## config.mk

```make
export PLATFORM = sky130hd
export DESIGN_NAME = dp_source
export DESIGN_NICKNAME = d
export VERILOG_FILES = /design/src/rtl/dp_aux_pkg.sv /design/src/rtl/reply_decoder.sv /design/src/rtl/hpd_detector.sv /design/src/rtl/aux_ctrl_unit.sv /design/src/rtl/native_message_encoder.sv /design/src/rtl/dp_source.sv
export VERILOG_INCLUDE_DIRS = /design/src /design/src/rtl
export SDC_FILE = /design/constraint.sdc
export NUM_CORES = 1
export LEC_CHECK = 0
export BUFFER_PORTS_ARGS = -buffer_cell sky130_fd_sc_hd__buf_2
export CAP_MARGIN = 20
export CELL_PAD_IN_SITES_DETAIL_PLACEMENT = 2
export CELL_PAD_IN_SITES_GLOBAL_PLACEMENT = 2
export CORE_AREA = 4 4 101 103
export DETAILED_ROUTE_END_ITERATION = 8
export DIE_AREA = 0 0 105 107
export PLACE_DENSITY = 0.77
export SYNTH_ARGS = -nofsm -noshare
export SYNTH_HDL_FRONTEND = slang
export SYNTH_SLANG_ARGS = --single-unit
export TNS_END_PERCENT = 50
```

## constraint.sdc

```tcl
create_clock -name clk -period 2.4 [get_ports clk]
set_input_delay 0.36 -clock clk [delete_from_list [all_inputs] [get_ports clk]]
set_output_delay 0.36 -clock clk [all_outputs]
set_load 0.1 [all_outputs]
```

## src/rtl/dp_aux_defs.svh

```systemverilog
`ifndef DP_AUX_DEFS_SVH
`define DP_AUX_DEFS_SVH

// ==================================================
// bus widths
// ==================================================
`define DP_AUX_ADDR_W 20
`define DP_AUX_BYTE_W 8
`define DP_AUX_CMD_W 2

// request codes, upper nibble of header byte 0
`define DP_AUX_NATIVE_WR 4'b1000
`define DP_AUX_NATIVE_RD 4'b1001

// reply codes, bits 5:4 of the first reply byte
`define DP_AUX_ACK 2'b00
`define DP_AUX_NACK 2'b01
`define DP_AUX_DEFER 2'b10

// ==================================================
// timing
// ==================================================
`define DP_AUX_TIMEOUT_CYCLES 40
`define DP_AUX_MAX_RETRIES 3
`define DP_HPD_CONNECT_CYCLES 16
`define DP_HPD_IRQ_MIN_CYCLES 4
`define DP_HPD_IRQ_MAX_CYCLES 12

`endif

```

## src/rtl/dp_aux_pkg.sv

```systemverilog
`include "dp_aux_defs.svh"

package dp_aux_pkg;

    // basic vectors
    typedef logic [`DP_AUX_BYTE_W-1:0] aux_byte_t;
    typedef logic [`DP_AUX_ADDR_W-1:0] aux_addr_t;
    typedef logic [`DP_AUX_BYTE_W-1:0] aux_len_t;
    typedef logic [`DP_AUX_CMD_W-1:0]  aux_cmd_t;
    typedef logic [1:0]                reply_code_t;

    // one native request from the requester
    typedef struct packed {
        aux_cmd_t  cmd;
        aux_addr_t address;
        aux_len_t  len;
        aux_byte_t data;
    } aux_request_t;

    // decoded reply, ack and data valids are single-cycle strobes
    typedef struct packed {
        reply_code_t ack;
        logic        ack_vld;
        aux_byte_t   data;
        logic        data_vld;
    } aux_reply_t;

    typedef enum logic [1:0] {
        CTRL_IDLE,
        CTRL_SEND,
        CTRL_WAIT_REPLY,
        CTRL_RECEIVE
    } ctrl_state_t;

    typedef enum logic [1:0] {
        ENC_IDLE,
        ENC_HEADER,
        ENC_DATA
    } enc_state_t;

    typedef enum logic [1:0] {
        HPD_DISCONNECTED,
        HPD_CONNECTING,
        HPD_CONNECTED,
        HPD_LOW_PULSE
    } hpd_state_t;

endpackage

```

## src/rtl/reply_decoder.sv

```systemverilog
`include "dp_aux_defs.svh"

module reply_decoder (
    input  logic                   clk,
    input  logic                   rst_n,
    input  dp_aux_pkg::aux_byte_t  aux_in,
    input  logic                   aux_in_vld,
    input  logic                   phy_start_stop,
    output dp_aux_pkg::aux_reply_t reply,
    output logic                   reply_start,
    output logic                   reply_end
);

    // reply code is the low half of the upper nibble
    localparam int CODE_LSB = `DP_AUX_BYTE_W - 4;

    logic                    frame_open;
    logic                    is_code;
    logic                    is_data;
    logic                    last_seen;
    logic                    ack_vld;
    logic                    data_vld;
    dp_aux_pkg::reply_code_t ack_code;
    dp_aux_pkg::aux_byte_t   data_q;

    assign is_code = aux_in_vld && phy_start_stop && !frame_open;
    assign is_data = aux_in_vld && frame_open;

    assign reply_start = is_code;
    // a code-only frame ends when the byte stream stops
    assign reply_end   = last_seen || (frame_open && !aux_in_vld);

    assign reply = '{ack: ack_code, ack_vld: ack_vld, data: data_q, data_vld: data_vld};

    always_ff @(posedge clk or negedge rst_n) begin
        if (!rst_n) begin
            frame_open <= 1'b0;
            last_seen  <= 1'b0;
            ack_vld    <= 1'b0;
            data_vld   <= 1'b0;
        end else begin
            ack_vld   <= is_code;
            data_vld  <= is_data;
            last_seen <= is_data && phy_start_stop;
            if (is_code) begin
                frame_open <= 1'b1;
            end else if (!aux_in_vld || phy_start_stop) begin
                frame_open <= 1'b0;
            end
        end
    end

    // payload capture
    always_ff @(posedge clk) begin
        if (is_code) begin
            ack_code <= aux_in[CODE_LSB +: 2];
        end
        if (is_data) begin
            data_q <= aux_in;
        end
    end

endmodule

```

## src/rtl/hpd_detector.sv

```systemverilog
`include "dp_aux_defs.svh"

module hpd_detector (
    input  logic clk,
    input  logic rst_n,
    input  logic hpd_signal,
    output logic hpd_detect,
    output logic hpd_irq
);

    localparam int CNT_MAX = (`DP_HPD_CONNECT_CYCLES > `DP_HPD_IRQ_MAX_CYCLES) ?
                             `DP_HPD_CONNECT_CYCLES : `DP_HPD_IRQ_MAX_CYCLES;
    localparam int CNT_W   = $clog2(CNT_MAX + 1);

    localparam logic [CNT_W-1:0] CONNECT_LAST = CNT_W'(`DP_HPD_CONNECT_CYCLES - 1);
    localparam logic [CNT_W-1:0] IRQ_MIN      = CNT_W'(`DP_HPD_IRQ_MIN_CYCLES);
    localparam logic [CNT_W-1:0] IRQ_MAX      = CNT_W'(`DP_HPD_IRQ_MAX_CYCLES);

    dp_aux_pkg::hpd_state_t state;
    logic [CNT_W-1:0]       dur_cnt;
    logic [1:0]             hpd_sync;
    logic                   hpd;

    // raw line is asynchronous to clk
    always_ff @(posedge clk or negedge rst_n) begin
        if (!rst_n) begin
            hpd_sync <= 2'b00;
        end else begin
            hpd_sync <= {hpd_sync[0], hpd_signal};
        end
    end

    assign hpd = hpd_sync[1];

    assign hpd_detect = (state == dp_aux_pkg::HPD_CONNECTED) ||
                        (state == dp_aux_pkg::HPD_LOW_PULSE);

    always_ff @(posedge clk or negedge rst_n) begin
        if (!rst_n) begin
            state   <= dp_aux_pkg::HPD_DISCONNECTED;
            dur_cnt <= '0;
            hpd_irq <= 1'b0;
        end else begin
            hpd_irq <= 1'b0;
            case (state)
                dp_aux_pkg::HPD_DISCONNECTED: begin
                    dur_cnt <= CNT_W'(1);
                    if (hpd) begin
                        state <= dp_aux_pkg::HPD_CONNECTING;
                    end
                end
                dp_aux_pkg::HPD_CONNECTING: begin
                    if (!hpd) begin
                        state <= dp_aux_pkg::HPD_DISCONNECTED;
                    end else if (dur_cnt == CONNECT_LAST) begin
                        state <= dp_aux_pkg::HPD_CONNECTED;
                    end else begin
                        dur_cnt <= dur_cnt + 1'b1;
                    end
                end
                dp_aux_pkg::HPD_CONNECTED: begin
                    dur_cnt <= CNT_W'(1);
                    if (!hpd) begin
                        state <= dp_aux_pkg::HPD_LOW_PULSE;
                    end
                end
                dp_aux_pkg::HPD_LOW_PULSE: begin
                    if (hpd) begin
                        // short glitches below the minimum are ignored
                        hpd_irq <= (dur_cnt >= IRQ_MIN);
                        state   <= dp_aux_pkg::HPD_CONNECTED;
                    end else if (dur_cnt == IRQ_MAX) begin
                        // low for too long, sink unplugged
                        state <= dp_aux_pkg::HPD_DISCONNECTED;
                    end else begin
                        dur_cnt <= dur_cnt + 1'b1;
                    end
                end
                default: state <= dp_aux_pkg::HPD_DISCONNECTED;
            endcase
        end
    end

endmodule

```

## src/rtl/aux_ctrl_unit.sv

```systemverilog
`include "dp_aux_defs.svh"

module aux_ctrl_unit (
    input  logic                     clk,
    input  logic                     rst_n,
    input  logic                     spm_transaction_vld,
    input  dp_aux_pkg::aux_request_t spm_request,
    input  logic                     frame_done,
    input  dp_aux_pkg::aux_reply_t   reply,
    input  logic                     reply_start,
    input  logic                     reply_end,
    output logic                     start,
    output dp_aux_pkg::aux_request_t request,
    output logic                     spm_busy,
    output logic                     timer_timeout,
    output logic                     ctrl_native_failed
);

    localparam int TMR_W = $clog2(`DP_AUX_TIMEOUT_CYCLES);
    localparam int RTY_W = $clog2(`DP_AUX_MAX_RETRIES + 1);

    localparam logic [TMR_W-1:0] TMR_LAST = TMR_W'(`DP_AUX_TIMEOUT_CYCLES - 1);
    localparam logic [RTY_W-1:0] RTY_LAST = RTY_W'(`DP_AUX_MAX_RETRIES);

    dp_aux_pkg::ctrl_state_t state;
    dp_aux_pkg::ctrl_state_t state_nxt;
    logic [TMR_W-1:0]        timer;
    logic [RTY_W-1:0]        retry_cnt;
    logic [RTY_W-1:0]        retry_cnt_nxt;
    logic                    accept;
    logic                    timeout_hit;
    logic                    retry_now;
    logic                    start_nxt;
    logic                    failed_nxt;

    assign accept      = (state == dp_aux_pkg::CTRL_IDLE) && spm_transaction_vld;
    assign timeout_hit = (state == dp_aux_pkg::CTRL_WAIT_REPLY) && !reply_start &&
                         (timer == TMR_LAST);
    assign spm_busy    = (state != dp_aux_pkg::CTRL_IDLE);

    // ==================================================
    // next state
    // ==================================================
    always_comb begin
        state_nxt     = state;
        retry_cnt_nxt = retry_cnt;
        start_nxt     = 1'b0;
        failed_nxt    = 1'b0;
        retry_now     = 1'b0;
        case (state)
            dp_aux_pkg::CTRL_IDLE: begin
                if (accept) begin
                    state_nxt     = dp_aux_pkg::CTRL_SEND;
                    retry_cnt_nxt = '0;
                    start_nxt     = 1'b1;
                end
            end
            dp_aux_pkg::CTRL_SEND: begin
                if (frame_done) begin
                    state_nxt = dp_aux_pkg::CTRL_WAIT_REPLY;
                end
            end
            dp_aux_pkg::CTRL_WAIT_REPLY: begin
                if (reply_start) begin
                    state_nxt = dp_aux_pkg::CTRL_RECEIVE;
                end else if (timeout_hit) begin
                    retry_now = 1'b1;
                end
            end
            dp_aux_pkg::CTRL_RECEIVE: begin
                if (reply_end) begin
                    case (reply.ack)
                        `DP_AUX_ACK, `DP_AUX_NACK: state_nxt = dp_aux_pkg::CTRL_IDLE;
                        `DP_AUX_DEFER:             retry_now = 1'b1;
                        // reserved code, nothing to wait for
                        default:                   state_nxt = dp_aux_pkg::CTRL_IDLE;
                    endcase
                end
            end
            default: state_nxt = dp_aux_pkg::CTRL_IDLE;
        endcase

        // resend the same frame or give up
        if (retry_now) begin
            if (retry_cnt == RTY_LAST) begin
                failed_nxt = 1'b1;
                state_nxt  = dp_aux_pkg::CTRL_IDLE;
            end else begin
                retry_cnt_nxt = retry_cnt + 1'b1;
                start_nxt     = 1'b1;
                state_nxt     = dp_aux_pkg::CTRL_SEND;
            end
        end
    end

    always_ff @(posedge clk or negedge rst_n) begin
        if (!rst_n) begin
            state              <= dp_aux_pkg::CTRL_IDLE;
            retry_cnt          <= '0;
            timer              <= '0;
            start              <= 1'b0;
            timer_timeout      <= 1'b0;
            ctrl_native_failed <= 1'b0;
        end else begin
            state              <= state_nxt;
            retry_cnt          <= retry_cnt_nxt;
            start              <= start_nxt;
            timer_timeout      <= timeout_hit;
            ctrl_native_failed <= failed_nxt;
            // reply timer only runs while waiting
            if (state == dp_aux_pkg::CTRL_WAIT_REPLY) begin
                timer <= timer + 1'b1;
            end else begin
                timer <= '0;
            end
        end
    end

    // held for the encoder across retries
    always_ff @(posedge clk) begin
        if (accept) begin
            request <= spm_request;
        end
    end

endmodule

```

## src/rtl/native_message_encoder.sv

```systemverilog
`include "dp_aux_defs.svh"

module native_message_encoder (
    input  logic                     clk,
    input  logic                     rst_n,
    input  logic                     start,
    input  dp_aux_pkg::aux_request_t request,
    output dp_aux_pkg::aux_byte_t    aux_out,
    output logic                     aux_out_vld,
    output logic                     aux_start_stop,
    output logic                     frame_done
);

    localparam dp_aux_pkg::aux_cmd_t CMD_READ    = dp_aux_pkg::aux_cmd_t'(1);
    localparam logic [1:0]           HEADER_LAST = 2'd3;

    dp_aux_pkg::enc_state_t state;
    logic [1:0]             byte_cnt;
    logic                   is_read;
    logic [3:0]             req_code;
    dp_aux_pkg::aux_len_t   len_byte;
    logic                   first_byte;
    logic                   last_byte;

    assign is_read  = (request.cmd == CMD_READ);
    assign req_code = is_read ? `DP_AUX_NATIVE_RD : `DP_AUX_NATIVE_WR;
    // length field is len - 1, a one-byte write sends zero
    assign len_byte = is_read ? request.len - 1'b1 : '0;

    assign first_byte = (state == dp_aux_pkg::ENC_HEADER) && (byte_cnt == 2'd0);
    assign last_byte  = (state == dp_aux_pkg::ENC_DATA) ||
                        ((state == dp_aux_pkg::ENC_HEADER) && (byte_cnt == HEADER_LAST) &&
                         is_read);

    assign aux_out_vld    = (state != dp_aux_pkg::ENC_IDLE);
    assign aux_start_stop = first_byte || last_byte;
    assign frame_done     = last_byte;

    // ==================================================
    // byte select
    // ==================================================
    always_comb begin
        aux_out = '0;
        if (state == dp_aux_pkg::ENC_HEADER) begin
            case (byte_cnt)
                2'd0:    aux_out = {req_code, request.address[`DP_AUX_ADDR_W-1 -: 4]};
                2'd1:    aux_out = request.address[15:8];
                2'd2:    aux_out = request.address[7:0];
                default: aux_out = len_byte;
            endcase
        end else if (state == dp_aux_pkg::ENC_DATA) begin
            aux_out = request.data;
        end
    end

    always_ff @(posedge clk or negedge rst_n) begin
        if (!rst_n) begin
            state    <= dp_aux_pkg::ENC_IDLE;
            byte_cnt <= 2'd0;
        end else begin
            case (state)
                dp_aux_pkg::ENC_IDLE: begin
                    byte_cnt <= 2'd0;
                    if (start) begin
                        state <= dp_aux_pkg::ENC_HEADER;
                    end
                end
                dp_aux_pkg::ENC_HEADER: begin
                    byte_cnt <= byte_cnt + 1'b1;
                    if (byte_cnt == HEADER_LAST) begin
                        state <= is_read ? dp_aux_pkg::ENC_IDLE : dp_aux_pkg::ENC_DATA;
                    end
                end
                dp_aux_pkg::ENC_DATA: state <= dp_aux_pkg::ENC_IDLE;
                default:              state <= dp_aux_pkg::ENC_IDLE;
            endcase
        end
    end

endmodule

```

## src/rtl/dp_source.sv

```systemverilog
module dp_source (
    input  logic                     clk,
    input  logic                     rst_n,
    // requester side
    input  logic                     spm_transaction_vld,
    input  dp_aux_pkg::aux_request_t spm_request,
    output dp_aux_pkg::aux_reply_t   spm_reply,
    output logic                     spm_busy,
    output logic                     timer_timeout,
    output logic                     ctrl_native_failed,
    // aux byte buses
    input  dp_aux_pkg::aux_byte_t    aux_in,
    input  logic                     aux_in_vld,
    input  logic                     phy_start_stop,
    output dp_aux_pkg::aux_byte_t    aux_out,
    output logic                     aux_out_vld,
    output logic                     aux_start_stop,
    // hot plug
    input  logic                     hpd_signal,
    output logic                     hpd_detect,
    output logic                     hpd_irq
);

    // ==================================================
    // internal links
    // ==================================================
    logic                     start;
    logic                     frame_done;
    logic                     reply_start;
    logic                     reply_end;
    dp_aux_pkg::aux_request_t request;
    dp_aux_pkg::aux_reply_t   reply;

    assign spm_reply = reply;

    reply_decoder reply_decoder_i (
        .clk            (clk),
        .rst_n          (rst_n),
        .aux_in         (aux_in),
        .aux_in_vld     (aux_in_vld),
        .phy_start_stop (phy_start_stop),
        .reply          (reply),
        .reply_start    (reply_start),
        .reply_end      (reply_end)
    );

    aux_ctrl_unit aux_ctrl_unit_i (
        .clk                 (clk),
        .rst_n               (rst_n),
        .spm_transaction_vld (spm_transaction_vld),
        .spm_request         (spm_request),
        .frame_done          (frame_done),
        .reply               (reply),
        .reply_start         (reply_start),
        .reply_end           (reply_end),
        .start               (start),
        .request             (request),
        .spm_busy            (spm_busy),
        .timer_timeout       (timer_timeout),
        .ctrl_native_failed  (ctrl_native_failed)
    );

    native_message_encoder native_message_encoder_i (
        .clk            (clk),
        .rst_n          (rst_n),
        .start          (start),
        .request        (request),
        .aux_out        (aux_out),
        .aux_out_vld    (aux_out_vld),
        .aux_start_stop (aux_start_stop),
        .frame_done     (frame_done)
    );

    hpd_detector hpd_detector_i (
        .clk        (clk),
        .rst_n      (rst_n),
        .hpd_signal (hpd_signal),
        .hpd_detect (hpd_detect),
        .hpd_irq    (hpd_irq)
    );

endmodule

```

==> summary.txt, run 1 <==
Outcome
  • Status: complete, no violations

Global route
  • Vias in the first global route: around 2500
  • Pin count of the biggest net entering global routing: 39
  • Total track usage: 16.6%
  • Initial antenna violation count: 0
  • Gr ovfl total: 0
  • First-pass GRT wire length: 14.1 mm

Drt
  • DR WL/cell: 20.3 um
  • Final ANT Viol Nets: 0
  • Routed vias/inst: 5.08
  • Detailed Route WL: 9.02 mm
  • 1st-iter DRT viols: 83
  • Drc violations: 0
  • Total number of vias: 2254
  • Length of the first detailed-routing pass in iterations: 4

Clock network
  • CTS Root Cell: clkbuf_8
  • Num CTS Buffers: 9
  • Clock latency on the worst-skew pair: 360 ps
  • CTS sink cnt: 79
  • Clock buffer depth: 2
  • Max H-tree Level: 3
  • Clock transition at path regs: ~80 ps
  • CTS tree: built

Synth
  • Leading area contributor after synthesis: edfxtp_1
  • #FFs+latches synth: 79
  • Seq/Total Area, Yosys: 66.9%
  • Synth warn: 0
  • Mapped Area: 3320 um^2
  • Post-synth top area share: 43.5%
  • FFs w/ async S/R, synth: between 30% and 40%
  • Synthesized Nets: 308
  • Cell variety after synth: between 40 and 50
  • Post-synth EDFFs: 48
  • Syn Inst Count: 241
  • Ranking of synthesized cells by area: edfxtp_1, dfrtp_1, ha_1, nand2_1, xnor2_1
  • Average size of a mapped cell: approximately 14 um^2
  • Main synth FF type: edfxtp_1

Worst setup path
  • R2r setup slk: approximately 460 ps
  • End of the worst register-to-register path: hpd_detector_i.dur_cnt[3]
  • Worst r2r path cells: 7
  • Crit-path cells: nor4_4, nand2_1, xor2_1, o221ai_1, buf_12
  • Worst setup SP type: flip-flop
  • Critical path's slowest cell: edfxtp_1
  • Worst-path fanout max: 3
  • Worst Setup SP: aux_ctrl_unit_i.request[12]
  • Critical Path RT: between 2000 and 2500 ps
  • Max incr delay on CP: 510 ps
  • Worst path depth: 5
  • Worst Setup End Kind: primary output
  • WS Path Type: flip-flop to primary output
  • CP arrival: 2000 ps
  • Critical Path Sink: aux_out[6]
  • Bufs and invs on worst path: 1
  • Worst flop-to-flop path startpoint: hpd_detector_i.dur_cnt[1]
  • Worst path top cell family by delay: flip-flops

Finish
  • Final #Nets: between 300 and 400
  • Final cell count without fillers: roughly 440
  • Most frequent cells in the layout: buf_2, edfxtp_1, dfrtp_1, nand2_1, inv_1
  • Commonest non-fill, non-tap cell in the layout: buf_2
  • Fillers: 926
  • Share of cells above drive strength 1: 37.8%
  • Antenna diode instance count: 0
  • P&R area growth vs syn: 29.8%

Pwr
  • Maximum vdd drop: 0.000476 V
  • Pwr/cell area: 677 nW/um^2
  • Leakage power total: 1.83 nW
  • Design Power: 2.91 mW

Timing
  • Worst slew pin tran: 710 ps
  • Max-slew violation count: 0
  • Final min period: 2360 ps
  • Final Cycle Share: 98.5%
  • Slack of the critical path: 35.1 ps
  • Fmax: 423 MHz
  • Setup Skew: 5.67 ps
  • Count of endpoints failing setup in the final report: 0
  • Hold Vio Cnt, Final: 0
  • Worst rel slew slack: 52.6%
  • RSZ-0062 raised after global routing: true
  • Min Hold Slack: 41.9 ps
  • Setup TNS: 0 ps

Die
  • Chip Width: 105 um
  • Core Box Area: 9200 um^2
  • Starting density of the core: 36.1%
  • Die area: 11200 um^2
  • Die H: 107 um
  • I/O pin count: 79
  • Num rows: 35

Place
  • I/O Buffers: slightly below 80
  • Setup WS pre-CTS: 200 ps
  • Placer Congestion: 0.801
  • DP Wirelength: 6.42 mm
  • Placed Cells: about 420

Min path
  • Worst hold path class: input pin to asynchronous set/reset pin

Run
  • Max_cap viols: 0
==> state kept, by name, summed over array words and instances (netlist names), named ones only <==
| signal | flops |
|---|---|
| hpd_detector_i.dur_cnt | 5 |
| aux_ctrl_unit_i.start | 1 |
| reply_decoder_i.ack_vld | 1 |
| aux_ctrl_unit_i.retry_cnt | 2 |
| reply_decoder_i.last_seen | 1 |
| aux_ctrl_unit_i.ctrl_native_failed | 1 |
| aux_ctrl_unit_i.timer_timeout | 1 |
| reply_decoder_i.frame_open | 1 |
| hpd_detector_i.hpd_irq | 1 |
| native_message_encoder_i.state | 2 |
| hpd_detector_i.state | 1 |
| aux_ctrl_unit_i.request | 38 |
| reply_decoder_i.data_vld | 1 |
| aux_ctrl_unit_i.timer | 6 |
| aux_ctrl_unit_i.state | 2 |
| hpd_detector_i.hpd_sync | 2 |
| reply_decoder_i.data_q | 8 |
| reply_decoder_i.ack_code | 2 |
| native_message_encoder_i.byte_cnt | 2 |
==> cell type report <==
class / count / area (um^2) / share of cell area [%]
clock inverter: 6 / 62.6 / 1.45
multi-input combinational: 139 / 1130 / 26.2
inverter: 16 / 62.6 / 1.45
timing repair buffer: 84 / 571 / 13.3
clock buffer: 9 / 124 / 2.88
tap: 111 / 139 / 3.23
sequential: 79 / 2220 / 51.5
==> metrics by stage <==
step | utilization, % | instance area (um^2)
after floorplan | - | 3330
after global placement | 43.1 | 3970
after detailed placement | 43.1 | 3970
after CTS | 45.8 | 4210
after global routing | 46.8 | 4310
final | 46.8 | 4310
==> Yosys cell counts, drive strengths merged, types with 5 or more instances <==
cell type,number
a222oi,5
o21ai,9
ha,15
buf,6
nand2,24
xnor2,8
dfrtp,31
edfxtp,48
nor2b,6
and2,9
o221ai,5
xor2,6
inv,16
nor2,8
nand3,5
==> worst min-delay path by stage <==
| stage | from | end | cells after the start |
|---|---|---|---|
| global route | rst_n | aux_ctrl_unit_i.timer[0] | 1 |
| global placement | hpd_detector_i.hpd_sync[0] | hpd_detector_i.hpd_sync[1] | 0 |
| floorplan | rst_n | asynchronous set/reset pin | 0 |
| detailed placement | hpd_detector_i.hpd_sync[0] | hpd_detector_i.hpd_sync[1] | 0 |
| CTS | rst_n | reply_decoder_i.data_vld | 1 |
| finish | rst_n | aux_ctrl_unit_i.timer[1] | 1 |
==> metal layers <==
layer  track usage (%)  share of wire, %  vias up
met5                 0                 0        -
met4              5.06               1.4        0
met3              6.14               5.6       11
met2              28.8                52       65
met1              19.1                41     1138
li1                  -                 -     1040
==> power breakdown <==
part	internal, mW	switching [mW]	leakage [nW]	total (mW)
combinational	0.126	0.253	0.896	0.379
clock	0.470	0.500	0.0871	0.970
sequential	1.50	0.0688	0.843	1.57
total	2.09	0.821	1.83	2.91
==> timing repair <==
item                                    in CTS  in global routing
pin swaps                                    1                  2
resized for setup                           13                 13
endpoints found under the setup margin       9                  7
buffers inserted                             1                  4
hold buffers                                 0                  0
==> cells by family after synthesis <==
kind of cell	synth area share, %
flip-flops	66.9
AND/OR/NAND/NOR	11.3
AO/OA/AOI/OAI	8.64
buffers and inverters	2.91
adder cells (fa/ha/maj)	5.66
XOR/XNOR	3.70
multiplexers	0.906
Power figures use the tool's default switching activity.
==> run 2, diff against run 1 <==
Settings changed: CORE_AREA 4 4 101 103 to 5 5 102 104, DIE_AREA 0 0 105 107 to 0 0 107 109.
==> summary.txt, run 2 (synthesis gave the netlist of run 1 again) <==
Outcome
  • Status: complete, no violations

Drt
  • Length of the first detailed-routing pass in iterations: 4
  • Final ANT Viol Nets: 0
  • Drc violations: 0
  • Routed vias/inst: around 5.1
  • DR WL/cell: 19.5 um
  • Detailed Route WL: about 8.7 mm
  • Total number of vias: 2261
  • 1st-iter DRT viols: 85

Finish
  • Largest Register: aux_ctrl_unit_i.request
  • Share of the core filled with cells: 45.5%
  • Leading registers by flop count: aux_ctrl_unit_i.request: 38 flops, reply_decoder_i.data_q: 8 flops, aux_ctrl_unit_i.timer: 6 flops
  • Commonest non-fill, non-tap cell in the layout: buf_2
  • Most frequent cells in the layout: buf_2, edfxtp_1, dfrtp_1, nand2_1, inv_1
  • Antenna diode instance count: 0
  • Final #Nets: 394
  • Share of cells above drive strength 1: 35.8%
  • P&R area growth vs syn: 29.7%
  • Fillers: 941
  • Max FFs per register: 38

Global route
  • Vias in the first global route: 2514
  • First-pass GRT wire length: 13.5 mm
  • Total track usage: 15.5%
  • Gr ovfl total: 0
  • Pin count of the biggest net entering global routing: 40
  • Initial antenna violation count: 0

Die
  • Starting density of the core: roughly a third
  • Core Box Area: 9460 um^2
  • Die H: ~110 um
  • Die area: approximately 12000 um^2
  • Num rows: 36
  • Chip Width: 107 um
  • I/O pin count: 79

Timing
  • Setup Skew: around 9.1 ps
  • Fmax: 422 MHz
  • Hold Vio Cnt, Final: 0
  • Setup TNS: 0 ps
  • Worst slew pin tran: 744 ps
  • RSZ-0062 raised after global routing: true
  • Max-slew violation count: 0
  • Worst rel slew slack: between 50% and 60%
  • Count of endpoints failing setup in the final report: 0
  • Final min period: 2370 ps
  • Final Cycle Share: 98.7%

Worst setup path
  • CP arrival: 2010 ps
  • Worst Setup End Kind: primary output
  • Worst setup SP type: flip-flop
  • Worst Setup SP: aux_ctrl_unit_i.request[12]
  • Worst r2r path cells: 8
  • Critical path's slowest cell: edfxtp_1
  • Critical Path RT: 2040 ps
  • Max incr delay on CP: 480 ps
  • WS Path Type: flip-flop to primary output
  • Crit-path cells: nor4_2, nand2_1, xor2_1, o221ai_1, buf_12
  • Worst flop-to-flop path startpoint: hpd_detector_i.dur_cnt[1]
  • Worst-path fanout max: 3

Clock network
  • CTS sink cnt: 79
  • Clock buffer depth: 2
  • Max H-tree Level: 3
  • Num CTS Buffers: 9
  • Clock transition at path regs: 80 ps
  • CTS Root Cell: clkbuf_8
  • CTS tree: built
  • Clock latency on the worst-skew pair: 360 ps

Min path
  • Worst hold path class: input pin to asynchronous set/reset pin

Place
  • DP Wirelength: 6.30 mm
  • Placer Congestion: 0.780
  • I/O Buffers: between 70 and 80

Pwr
  • Leakage power total: between 1.5 and 2 nW
  • Maximum vdd drop: 0.000536 V
  • Pwr/cell area: 688 nW/um^2

Run
  • Max_cap viols: 0
==> run 2: where the power goes <==
part | leakage [nW] | internal [mW] | switching [mW] | total, mW
Combinational | 0.887 | 0.127 | 0.257 | 0.383
Clock | 0.102 | 0.518 | 0.493 | 1.01
Sequential | 0.843 | 1.50 | 0.0701 | 1.57
Total | 1.83 | 2.14 | 0.820 | 2.96
==> run 2: path summary, 6_finish.rpt <==
kind,slack (ps),to
worst max-delay path,30,aux_out[6]
worst min-delay path,60,reply_decoder_i.data_vld
max in group asynchronous,1830,native_message_encoder_i.byte_cnt[0]
worst max register to register,410,hpd_detector_i.dur_cnt[2]
worst min register to register,350,hpd_detector_i.hpd_sync[1]
min in group clk,100,hpd_detector_i.hpd_sync[0]
==> run 2: layout make-up <==
cell class / count / area, um^2 / share of cell area (%)
inverter: 16 / 62.6 / 1.45
timing repair buffer: 82 / 568 / 13.2
multi-input combinational: 139 / 1110 / 25.8
clock buffer: 12 / 145 / 3.37
clock inverter: 4 / 53.8 / 1.25
tap: 114 / 143 / 3.32
sequential: 79 / 2220 / 51.6
==> run 2: layer usage <==
metal,vias to the layer above,routed length [um],track usage (%)
li1,1044,-,-
met1,1138,3510,17.6
met2,71,4520,26.9
met3,8,551,5.68
met4,0,113,5.48
met5,-,0,0
==> run 2: per-stage QoR <==
stage | setup WS, ps | power, mW | hold WS (ps) | area, um^2 | instances
after floorplan | -472 | 1.86 | 64.4 | 3330 | 241
after global placement | 283 | 1.97 | 334 | 3990 | 428
after detailed placement | 142 | 1.98 | 337 | 3990 | 428
after CTS | -23.7 | 3.01 | 73.6 | 4230 | 444
after global routing | -117 | 3.10 | 85.3 | 4300 | 446
final | 31.2 | 2.96 | 59.2 | 4300 | 446
==> run 2: what timing repair did <==
item | 4_1_cts | 5_1_grt
pin swaps | 0 | 1
resized for setup | 9 | 12
hold buffers | 0 | 0
endpoints found under the setup margin | 8 | 8
setup buffers | 0 | 2
==> run 2: worst max-delay path: cells and delay by family, from the launching register on <==
kind	cells	cell delay (ps)
flops	1	480
compound gates	1	280
xor+xnor	1	170
buf+inv	1	220
simple gates	2	490
